--- src/hdl/uart_rx_pkg.sv ---
package uart_rx_pkg;

    // ========================================
    // widths
    // ========================================

    localparam int DATA_BITS = 8;               // data bits per character

    typedef logic [15:0] baud_div_t;            // clock cycles per bit
    typedef logic [DATA_BITS-1:0] data_t;       // one received character
    typedef logic [2:0] bit_idx_t;              // data bit index in frame

    // ========================================
    // encodings
    // ========================================

    typedef enum logic [1:0]
    {
        PARITY_NONE = 2'd0,
        PARITY_ODD  = 2'd1,
        PARITY_EVEN = 2'd2
    } parity_mode_e;

    // receiver frame FSM
    typedef enum logic [2:0]
    {
        WAIT_IDLE = 3'd0,                       // counting quiet bit times
        IDLE      = 3'd1,                       // armed, waiting for start edge
        START     = 3'd2,
        DATA      = 3'd3,
        PARITY    = 3'd4,
        STOP1     = 3'd5,
        STOP2     = 3'd6,
        DONE      = 3'd7                        // result pulse cycle
    } rx_state_e;

endpackage

--- src/hdl/rx_line_filter.sv ---
`timescale 1ns/1ps

module rx_line_filter
(
    input  logic clk_i,
    input  logic rst,
    input  logic rx_i,
    output logic line_o,
    output logic fall_o
);

    logic sync_q1;
    logic sync_q2;
    logic samp_q;                               // previous synchronised sample
    logic line_q;
    logic line_d_q;                             // line one cycle ago
    logic fall_q;

    // ========================================
    // synchroniser and glitch filter
    // ========================================

    always_ff @(posedge clk_i)
    begin
        if (rst)
        begin
            sync_q1 <= 1'b1;
            sync_q2 <= 1'b1;
            samp_q  <= 1'b1;
            line_q  <= 1'b1;                    // idle line is high
        end
        else
        begin
            sync_q1 <= rx_i;
            sync_q2 <= sync_q1;
            samp_q  <= sync_q2;
            if (sync_q2 == samp_q)
                line_q <= sync_q2;              // two equal samples
        end
    end

    // falling edge of the filtered level
    always_ff @(posedge clk_i)
    begin
        if (rst)
        begin
            line_d_q <= 1'b1;
            fall_q   <= 1'b0;
        end
        else
        begin
            line_d_q <= line_q;
            fall_q   <= line_d_q & ~line_q;
        end
    end

    assign line_o = line_q;
    assign fall_o = fall_q;

endmodule

--- src/hdl/rx_bit_timer.sv ---
`timescale 1ns/1ps

module rx_bit_timer
    import uart_rx_pkg::*;
(
    input  logic      clk_i,
    input  logic      rst,
    input  logic      run_i,
    input  baud_div_t baud_div_i,
    output logic      mid_o,
    output logic      end_o
);

    baud_div_t div_q;                           // divisor held for the frame
    baud_div_t cnt_q;
    baud_div_t half_cnt;
    baud_div_t last_cnt;
    logic      at_last;

    // ========================================
    // divisor capture
    // ========================================

    // follows the input until the timer starts
    always_ff @(posedge clk_i)
    begin
        if (!run_i)
            div_q <= baud_div_i;
    end

    assign half_cnt = div_q >> 1;               // mid-bit sample point
    assign last_cnt = div_q - baud_div_t'(1);
    assign at_last  = (cnt_q == last_cnt);

    // ========================================
    // bit-time counter
    // ========================================

    always_ff @(posedge clk_i)
    begin
        if (rst)
        begin
            cnt_q <= '0;
        end
        else if (!run_i)
        begin
            cnt_q <= '0;                        // restart on every idle cycle
        end
        else if (at_last)
        begin
            cnt_q <= '0;                        // wrap at end of bit
        end
        else
        begin
            cnt_q <= cnt_q + baud_div_t'(1);
        end
    end

    // strobes are quiet while stopped
    assign mid_o = run_i && (cnt_q == half_cnt);
    assign end_o = run_i && at_last;

endmodule

--- src/hdl/rx_frame_ctrl.sv ---
`timescale 1ns/1ps

module rx_frame_ctrl
    import uart_rx_pkg::*;
#(
    parameter int IDLE_BITS = 8
)
(
    input  logic         clk_i,
    input  logic         rst,
    input  logic         rx_en_i,
    input  logic         line_i,
    input  logic         fall_i,
    input  logic         mid_i,
    input  logic         end_i,
    input  parity_mode_e parity_mode_i,
    input  logic         two_stop_i,
    output logic         run_o,
    output data_t        data_o,
    output logic         data_valid_o,
    output logic         parity_err_o,
    output logic         frame_err_o
);

    localparam int IDLE_W = $clog2(IDLE_BITS + 1);
    localparam logic [IDLE_W-1:0] IDLE_LAST = IDLE_W'(IDLE_BITS - 1);
    localparam bit_idx_t LAST_BIT = bit_idx_t'(DATA_BITS - 1);

    rx_state_e         state_q;
    rx_state_e         state_d;
    logic [IDLE_W-1:0] idle_cnt_q;
    bit_idx_t          bit_idx_q;
    parity_mode_e      parity_mode_q;
    logic              two_stop_q;
    logic              has_parity;
    data_t             shift_q;
    logic              par_acc_q;               // xor of data bits so far
    logic              par_bad_q;
    logic              finish;
    data_t             data_q;
    logic              data_valid_q;
    logic              parity_err_q;
    logic              frame_err_q;

    assign has_parity = (parity_mode_q != PARITY_NONE);

    // last stop bit judged, or a stop bit read low
    assign finish = rx_en_i && mid_i &&
                    (((state_q == STOP1) && (!line_i || !two_stop_q)) ||
                     (state_q == STOP2));

    // timer runs during a frame, and on a quiet enabled line in WAIT_IDLE
    assign run_o = (state_q == WAIT_IDLE) ? (rx_en_i && line_i) :
                   (state_q inside {START, DATA, PARITY, STOP1, STOP2});

    // ========================================
    // frame FSM
    // ========================================

    always_comb
    begin
        state_d = state_q;
        case (state_q)
            WAIT_IDLE:
                if (end_i && (idle_cnt_q == IDLE_LAST))
                    state_d = IDLE;
            IDLE:
                if (fall_i)
                    state_d = START;
            START:
                if (mid_i && line_i)
                    state_d = IDLE;             // false start, dropped
                else if (end_i)
                    state_d = DATA;
            DATA:
                if (end_i && (bit_idx_q == LAST_BIT))
                    state_d = has_parity ? PARITY : STOP1;
            PARITY:
                if (end_i)
                    state_d = STOP1;
            STOP1:
                if (finish)
                    state_d = DONE;
                else if (end_i)
                    state_d = STOP2;
            STOP2:
                if (finish)
                    state_d = DONE;
            DONE:
                state_d = IDLE;
            default:
                state_d = WAIT_IDLE;
        endcase
        if (!rx_en_i)
            state_d = WAIT_IDLE;                // disable aborts any frame
    end

    always_ff @(posedge clk_i)
    begin
        if (rst)
        begin
            state_q       <= WAIT_IDLE;
            idle_cnt_q    <= '0;
            bit_idx_q     <= '0;
            parity_mode_q <= PARITY_NONE;
            two_stop_q    <= 1'b0;
            par_bad_q     <= 1'b0;
        end
        else
        begin
            state_q <= state_d;

            if ((state_q != WAIT_IDLE) || !run_o)
                idle_cnt_q <= '0;               // low line restarts the count
            else if (end_i)
                idle_cnt_q <= idle_cnt_q + 1'b1;

            if ((state_q == IDLE) && fall_i)
            begin
                parity_mode_q <= parity_mode_i; // format fixed for the frame
                two_stop_q    <= two_stop_i;
                bit_idx_q     <= '0;
                par_bad_q     <= 1'b0;
            end
            else if ((state_q == DATA) && end_i)
            begin
                bit_idx_q <= bit_idx_q + 1'b1;
            end
            else if ((state_q == PARITY) && mid_i)
            begin
                // odd wants an odd count of ones over data and parity bit
                par_bad_q <= (par_acc_q ^ line_i) ^ (parity_mode_q == PARITY_ODD);
            end
        end
    end

    // ========================================
    // data shift and results
    // ========================================

    always_ff @(posedge clk_i)
    begin
        if ((state_q == IDLE) && fall_i)
        begin
            par_acc_q <= 1'b0;
        end
        else if ((state_q == DATA) && mid_i)
        begin
            shift_q   <= {line_i, shift_q[DATA_BITS-1:1]};  // lsb first
            par_acc_q <= par_acc_q ^ line_i;
        end
    end

    always_ff @(posedge clk_i)
    begin
        if (rst)
        begin
            data_q       <= '0;
            data_valid_q <= 1'b0;
            parity_err_q <= 1'b0;
            frame_err_q  <= 1'b0;
        end
        else
        begin
            data_valid_q <= finish && line_i && !par_bad_q;
            parity_err_q <= finish && par_bad_q;
            frame_err_q  <= finish && !line_i;
            if (finish && line_i && !par_bad_q)
                data_q <= shift_q;              // good frame only
        end
    end

    assign data_o       = data_q;
    assign data_valid_o = data_valid_q;
    assign parity_err_o = parity_err_q;
    assign frame_err_o  = frame_err_q;

endmodule

--- src/hdl/uart_rx_top.sv ---
`timescale 1ns/1ps

module uart_rx_top
    import uart_rx_pkg::*;
#(
    parameter int IDLE_BITS = 8
)
(
    input  logic         clk_i,
    input  logic         rst,
    input  logic         rx_i,
    input  logic         rx_en_i,
    input  baud_div_t    baud_div_i,
    input  parity_mode_e parity_mode_i,
    input  logic         two_stop_i,
    output data_t        data_o,
    output logic         data_valid_o,
    output logic         parity_err_o,
    output logic         frame_err_o
);

    logic line;                                 // filtered rx level
    logic fall;
    logic run;
    logic bit_mid;
    logic bit_end;

    rx_line_filter rx_line_filter_i
    (
        .clk_i  (clk_i),
        .rst    (rst),
        .rx_i   (rx_i),
        .line_o (line),
        .fall_o (fall)
    );

    rx_bit_timer rx_bit_timer_i
    (
        .clk_i      (clk_i),
        .rst        (rst),
        .run_i      (run),
        .baud_div_i (baud_div_i),
        .mid_o      (bit_mid),
        .end_o      (bit_end)
    );

    rx_frame_ctrl #(
        .IDLE_BITS (IDLE_BITS)
    ) rx_frame_ctrl_i
    (
        .clk_i         (clk_i),
        .rst           (rst),
        .rx_en_i       (rx_en_i),
        .line_i        (line),
        .fall_i        (fall),
        .mid_i         (bit_mid),
        .end_i         (bit_end),
        .parity_mode_i (parity_mode_i),
        .two_stop_i    (two_stop_i),
        .run_o         (run),
        .data_o        (data_o),
        .data_valid_o  (data_valid_o),
        .parity_err_o  (parity_err_o),
        .frame_err_o   (frame_err_o)
    );

endmodule

--- config.mk ---
export PLATFORM = sky130hd
export DESIGN_NAME = uart_rx_top
export DESIGN_NICKNAME = d
export VERILOG_FILES = /design/src/hdl/uart_rx_pkg.sv /design/src/hdl/rx_line_filter.sv /design/src/hdl/rx_bit_timer.sv /design/src/hdl/rx_frame_ctrl.sv /design/src/hdl/uart_rx_top.sv
export SDC_FILE = /design/constraint.sdc
export NUM_CORES = 1
export LEC_CHECK = 0
export BUFFER_PORTS_ARGS = -buffer_cell sky130_fd_sc_hd__clkbuf_2
export CAP_MARGIN = 20
export CORE_AREA = 2 2 83 85
export DETAILED_ROUTE_END_ITERATION = 8
export DIE_AREA = 0 0 85 87
export GPL_TIMING_DRIVEN = 0
export PLACE_DENSITY_LB_ADDON = 0.05
export SLEW_MARGIN = 20
export SYNTH_ARGS = -nofsm -noshare
export SYNTH_HDL_FRONTEND = slang
export SYNTH_SLANG_ARGS = --single-unit
--- constraint.sdc ---
create_clock -name clk_i -period 5.63 [get_ports clk_i]
set_input_delay 1.126 -clock clk_i [delete_from_list [all_inputs] [get_ports clk_i]]
set_output_delay 1.126 -clock clk_i [all_outputs]
set_load 0.01 [all_outputs]
==> results of run 1 <==
-- state kept, by name, indices dropped and copies added, names as in the netlist --
register                       cells
rx_frame_ctrl_i.data_o             8
rx_frame_ctrl_i.frame_err_o        1
rx_frame_ctrl_i.state_q            3
rx_frame_ctrl_i.par_acc_q          1
rx_frame_ctrl_i.parity_err_o       1
rx_line_filter_i.line_o            1
rx_frame_ctrl_i.two_stop_q         1
rx_line_filter_i.samp_q            1
rx_line_filter_i.fall_o            1
rx_bit_timer_i.div_q              16
rx_frame_ctrl_i.bit_idx_q          3
rx_line_filter_i.line_d_q          1
rx_line_filter_i.sync_q2           1
rx_line_filter_i.sync_q1           1
rx_frame_ctrl_i.idle_cnt_q         4
rx_frame_ctrl_i.data_valid_o       1
rx_frame_ctrl_i.parity_mode_q      2
rx_frame_ctrl_i.shift_q            8
rx_frame_ctrl_i.par_bad_q          1
rx_bit_timer_i.cnt_q              16
-- per-layer routing --
| metal | GRT usage (%) | routed length, microns |
|---|---|---|
| met5 | 0 | 0 |
| met4 | 6.78 | 103 |
| met3 | 4.45 | 288 |
| met2 | 33.1 | 3320 |
| met1 | 25.4 | 3050 |
-- layout by cell type, fill, tap and decap left out, types with 3 or more instances in the layout --
cell      synthesis  layout
dfxtp_1          48      48
inv_1             9       9
clkbuf_1         13      14
nand4_1           5       5
buf_2             3       3
or4_1             4       4
xor2_1           25      25
o21ai_0           6       6
a21oi_1           7       7
ha_1              5       5
mux2i_1          15      15
nand2_1          11      11
nand2b_1          4       4
nor4_1            5       5
edfxtp_1         24      24
xnor2_1          27      27
nor2_1           50      50
nor2b_1           5       5
or2_2             6       6
clkbuf_8          0       9
clkbuf_2          1      34
and3_1            5       5
buf_6             3       3
nand3_1          21      21
nor3_1            4       4
-- metrics by stage --
step | setup WS, ns | total power, mW
6_report | 2.21 | 0.999
5_1_grt | 1.91 | 1.04
4_1_cts | 2.24 | 1.01
3_5_place_dp | 2.12 | 0.617
3_3_place_gp | 2.17 | 0.617
2_1_floorplan | 2.68 | 0.598
-- kinds of logic after synthesis --
group	count (synthesis)	share of synthesized area, %
compound gates	41	8.50
buf+inv	30	4.01
fa+ha+maj	5	1.79
mux	16	4.62
xor+xnor	52	13.0
simple gates	135	19.9
flops	72	48.2
-- worst max path at each step --
stage | startpoint | end | slack [ns] | cells after the start
3_3_place_gp | rx_en_i | rx_bit_timer_i.cnt_q[2]$_SDFF_PP0_ | 2.17 | 8
3_5_place_dp | rx_en_i | rx_bit_timer_i.cnt_q[2]$_SDFF_PP0_ | 2.12 | 8
6_report | rx_bit_timer_i.div_q[11]$_DFFE_PP_ | rx_frame_ctrl_i.data_o[6]$_SDFFE_PP0P_ | 2.21 | 10
5_1_grt | rx_bit_timer_i.div_q[11]$_DFFE_PP_ | rx_frame_ctrl_i.data_o[2]$_SDFFE_PP0P_ | 1.91 | 10
2_1_floorplan | rx_en_i | rx_frame_ctrl_i.data_o[0]$_SDFFE_PP0P_ | 2.68 | 8
4_1_cts | rx_bit_timer_i.div_q[11]$_DFFE_PP_ | rx_frame_ctrl_i.data_o[6]$_SDFFE_PP0P_ | 2.24 | 10
-- area by class of cell --
class	count	area [sq um]
Inverter	9	33.8
Tap cell	80	100
Multi-Input combinational cell	249	1680
Fill cell	594	2610
Clock inverter	6	67.6
Timing Repair Buffer	33	165
Clock buffer	10	128
Sequential cell	72	1680
Buffer	21	106
-- worst max-delay path, delay by kind of cell, from the launching register on --
family	cells	cell delay (ns)
xor+xnor	1	0.18
simple gates	6	2.15
buf+inv	2	0.43
flops	1	0.37
mux	1	0.17
-- power groups by stage --
stage               Sequential [mW]  Clock, mW  Combinational, mW
detailed placement            0.565          0             0.0520
global route                  0.555      0.428             0.0579
finish                        0.554      0.394             0.0516
CTS                           0.553      0.406             0.0522
floorplan                     0.563          0             0.0351
global placement              0.565          0             0.0513
==> flow_summary.yaml, run 1 <==
status:
  status: "complete, no violations"
sta:
  timing.hold.ws_ns: 0.411
  drv_slew: 0
  fin_crit_ns: 3.42
  fin_skew_ns: 0.0129
  hold_violations: 0
  tightest_slew_ns: 0.791
  period_share_pct: 60.7
  slew-limit-headroom_pct: 46.8
  rsz0062_at_grt: "no"
  setup_viol: 0
  tns_ns: 0
  max_freq_mhz: 293
logic_synthesis:
  synth_nets: 379
  synth_common_cells: "nor2_1, dfxtp_1, xnor2_1"
  synth-edff-count: 24
  synth_area_leaders: "dfxtp_1, edfxtp_1, xnor2_1, xor2_1, nor2_1"
  synth_top_area_share_pct: 27.5
  post_synth_num_cell_types: 60
  synth_area_per_cell_sq_um: 9.95
  ys_ff_latch: 72
  synthCells: 351
  ys.flop_type: "dfxtp_1"
  yosysTopAreaCell: "dfxtp_1"
  syn_area_sq_um: 3490
  synth_most_common_cell: "nor2_1"
  yosysWarnings: 0
  async_flop_share_pct: 0
  yosysSeqAreaShare_pct: 48.2
critical_path:
  end_kind: "register"
  cp_cell_sequence: "clkbuf_1 -> xor2_1 -> or4_1 -> nor4_1 -> and2_1 -> nand4_1 -> or3b_2 -> buf_2 -> mux2i_1 -> nor2_1"
  path_class: "reg2reg"
  r2r-end: "rx_frame_ctrl_i.data_o[6]$_SDFFE_PP0P_"
  reg2regPathDepth: 10
  cp_slowest_cell: "nor4_1"
  r2r_setup_slack_ns: 2.21
  timing.rr.start: "rx_bit_timer_i.div_q[11]$_DFFE_PP_"
  crit_required_ns: 5.84
  worst-path-max-fanout: 9
  cp.arrival_ns: 3.62
  slowest_delay_ns: 0.62
  critPathLaunchType: "register"
routing:
  drtIter0Drc: 134
  post-route-drc-count: 0
  routed_via_density: 5.43
  route.antenna.remaining_nets: 0
  first_pass_iters: 5
  wl_microns: 6760
  wire_per_inst_microns: 14.1
  via_count: 2605
power:
  netSwitchingFraction_pct: 22.5
  internal-power_mw: 0.774
  combPwrFrac_pct: 5.2
  powerDensity_nw_per_um2: 252
  cellLeakagePower_nw: 1.54
  power.switching_mw: 0.225
  p_seq_share_pct: 55.4
  worst_ir_drop_vdd_uv: 208
  p_clk_share_pct: 39.4
floorplan:
  ios: 34
  die_w_microns: 85
  row_count: 30
  fp.dieH_microns: 87
  core-area_sq_um: 6570
  dieArea_sq_um: 7400
  initial_core_util_pct: 53.1
grt:
  antenna_found_initial: 0
  track_usage_pct: 19.8
  first_global_vias: 2466
  grt_pass1_wl_microns: 11500
  overflow: 0
  grt_start_max_net_pins: 18
cts:
  htree_levels: 3
  cts_hold_buf: 0
  cts_setup_buffers: 0
  cts-root-buf: "clkbuf_8"
  clk-insertion-delay-late_ns: 0.33
  clk_path_buf_depth: 2
  cts_buffers: 9
  cts.clk_slew.worst_paths_ns: 0.08
  postCtsResizedCells: 0
  cts_tree: "yes"
  clock_sinks: 72
placement:
  dp_hpwl_microns: 5090
  dp.cells: 464
  portBuffers: 33
  placed_cell_area_sq_um: 3760
  place_congestion: 0.864
worst_hold_path:
  hold_depth: 2
  hp-class: "reg2reg"
  hold_start: "rx_line_filter_i.line_d_q$_SDFF_PP1_"
  hold_path_end: "rx_line_filter_i.fall_o$_SDFF_PP0_"
cells_and_area:
  area_growth_pct: 13.4
  finish.utilization_pct: 60.2
  drive_gt1_share_pct: 17.8
  nNetsFinal: 423
  final_area_sq_um: 3960
  instances_no_fill: 480
  antennaDiodeCount: 0
flow_run:
  maxCapViolCount: 0
No activity file was read; power rests on OpenSTA's default activity.
==> run 2: changes to the inputs <==
==> constraint.sdc (replaced) <==
create_clock -name clk_i -period 3.2 [get_ports clk_i]
set_input_delay 0.64 -clock clk_i [delete_from_list [all_inputs] [get_ports clk_i]]
set_output_delay 0.64 -clock clk_i [all_outputs]
set_load 0.01 [all_outputs]
==> run 2 against run 1 <==
  * Design area up 1.6%
  * Worst hold slack about the same
  * Via count unchanged
  * Sequential power up 76%
  * Sequential cell count unchanged
  * Clock-buffer cell count unchanged
  * Critical path type unchanged
  * Largest power group unchanged
==> flow_summary.yaml, run 2 (same netlist as run 1, synthesis figures left out) <==
status:
  status: "complete, no violations"
cts:
  cts_tree: "yes"
  cts_buffers: 9
  cts.clk_slew.worst_paths_ns: 0.07
  clk-insertion-delay-late_ns: 0.33
  cts-root-buf: "clkbuf_8"
  clock_sinks: 72
  cts_hold_buf: 0
  htree_levels: 3
  clk_path_buf_depth: 2
critical_path:
  end_kind: "register"
  critPathLaunchType: "register"
  worst-path-max-fanout: 8
  cp_slowest_cell: "or4_4"
  path_buf_inv: 1
  cp.arrival_ns: 3.31
  crit_required_ns: 3.46
  cpMostUsedCell: "or4_4"
  crit_start: "rx_bit_timer_i.div_q[5]$_DFFE_PP_"
  timing.rr.start: "rx_bit_timer_i.div_q[5]$_DFFE_PP_"
  path_class: "reg2reg"
  slowest_delay_ns: 0.55
  cpLargestDelayFamily: "simple AND/OR/NAND/NOR gates"
  cp_cell_sequence: "buf_6 -> or4_4 -> or2_1 -> or4_4 -> a22oi_2 -> and4_4 -> nand2_4 -> a2111o_1 -> a21boi_1"
cells_and_area:
  top_regs: "rx_bit_timer_i.cnt_q (16), rx_bit_timer_i.div_q (16)"
  nNetsFinal: 424
  antennaDiodeCount: 0
  multi_input_area_sq_um: 1730
  mostFrequentLayoutCells: "nor2_1, dfxtp_1, clkbuf_2"
  seq_area_sq_um: 1680
  drive_gt1_share_pct: 20.4
  area_growth_pct: 15.2
  fillers: 596
  final_common_cell: "nor2_1"
  instances_no_fill: 481
  finish.utilization_pct: 61.2
sta:
  rsz0062_at_grt: "yes"
  slew-limit-headroom_pct: 55.2
  period_share_pct: 95.6
  max_freq_mhz: 327
  fin_crit_ns: 3.06
  fin_ws_ns: 0.141
  tns_ns: 0
  setup_viol: 0
  hold_violations: 0
  timing.hold.ws_ns: 0.411
  drv_slew: 0
  fin_skew_ns: 0.0119
  tightest_slew_ns: 0.670
floorplan:
  core-area_sq_um: 6570
  row_count: 30
  dieArea_sq_um: 7400
  die_w_microns: 85
  initial_core_util_pct: 53.1
  fp.dieH_microns: 87
  ios: 34
placement:
  place_congestion: 0.864
  dp_hpwl_microns: 5090
  dp.cells: 464
  place_ws_ns: -0.153
  portBuffers: 33
grt:
  antenna_found_initial: 0
  grt.busiest_layer: "met2"
  overflow: 0
  track_usage_pct: 19.8
  grtUsageMet1_pct: 25.2
  grt.met2_usage_pct: 33.2
  grt_pass1_wl_microns: 11600
  grt_start_max_net_pins: 18
  first_global_vias: 2497
  use_met3_pct: 4.55
routing:
  wl_microns: 6900
  post-route-drc-count: 0
  via_count: 2605
  routed_via_density: 5.42
  drtIter0Drc: 138
  wire_per_inst_microns: 14.3
  route.antenna.remaining_nets: 0
  first_pass_iters: 4
flow_run:
  maxCapViolCount: 0
worst_hold_path:
  hold_start: "rx_line_filter_i.line_d_q$_SDFF_PP1_"
  hp-class: "reg2reg"
power:
  powerDensity_nw_per_um2: 439
  cellLeakagePower_nw: 1.57
  worst_ir_drop_vdd_uv: 367
==> run 2: cell count changes in the layout (fill, tap and decap cells not counted), sizes merged <==
| cell | before | now |
|---|---|---|
| buf | 7 | 10 |
| clkbuf | 57 | 55 |
==> run 2: layout make-up <==
type / instances / share of cell area [%]
Timing Repair Buffer: 38 / 5.04
Inverter: 9 / 0.840
Sequential cell: 72 / 41.8
Buffer: 17 / 2.05
Clock inverter: 6 / 1.68
Tap cell: 80 / 2.49
Multi-Input combinational cell: 249 / 42.9
Clock buffer: 10 / 3.17
==> run 2: final timing paths <==
kind,slack (ns),cells past startpoint,endpoint
min,0.41,2,rx_line_filter_i.fall_o$_SDFF_PP0_
max,0.14,9,rx_frame_ctrl_i.state_q[2]$_SDFFE_PP0P_
min reg2reg,0.41,2,rx_line_filter_i.fall_o$_SDFF_PP0_
max reg2reg,0.14,9,rx_frame_ctrl_i.state_q[2]$_SDFFE_PP0P_
==> run 2: what timing repair did <==
action | CTS | global route
setup buffers | 1 | 4
pin swaps | 1 | 5
endpoints found under the setup margin | 22 | 27
gates resized for setup | 5 | 8
==> run 2: tightest hold or removal path: stages, from the launching register on <==
cell	delay [ns]
dfxtp_1	0.30
inv_1	0.04
nor2_1	0.03
==> run 2: per-layer routing <==
metal,up-vias,part of all wire (%)
li1,1330,-
met1,1211,45
met2,54,49
met3,10,4.9
met4,0,1.5
met5,-,0
==> run 2: power breakdown <==
part	total (mW)	switching, mW	internal (mW)	leakage [nW]
Sequential	0.975	0.0171	0.958	0.618
Clock	0.694	0.331	0.363	0.0929
Combinational	0.0985	0.0527	0.0458	0.859
==> run 2: stage by stage <==
step | cell area [sq um] | power [mW]
floorplan | 3490 | 1.05
global route | 4020 | 1.84
CTS | 3980 | 1.78
detailed placement | 3760 | 1.09
global placement | 3760 | 1.08
finish | 4020 | 1.77
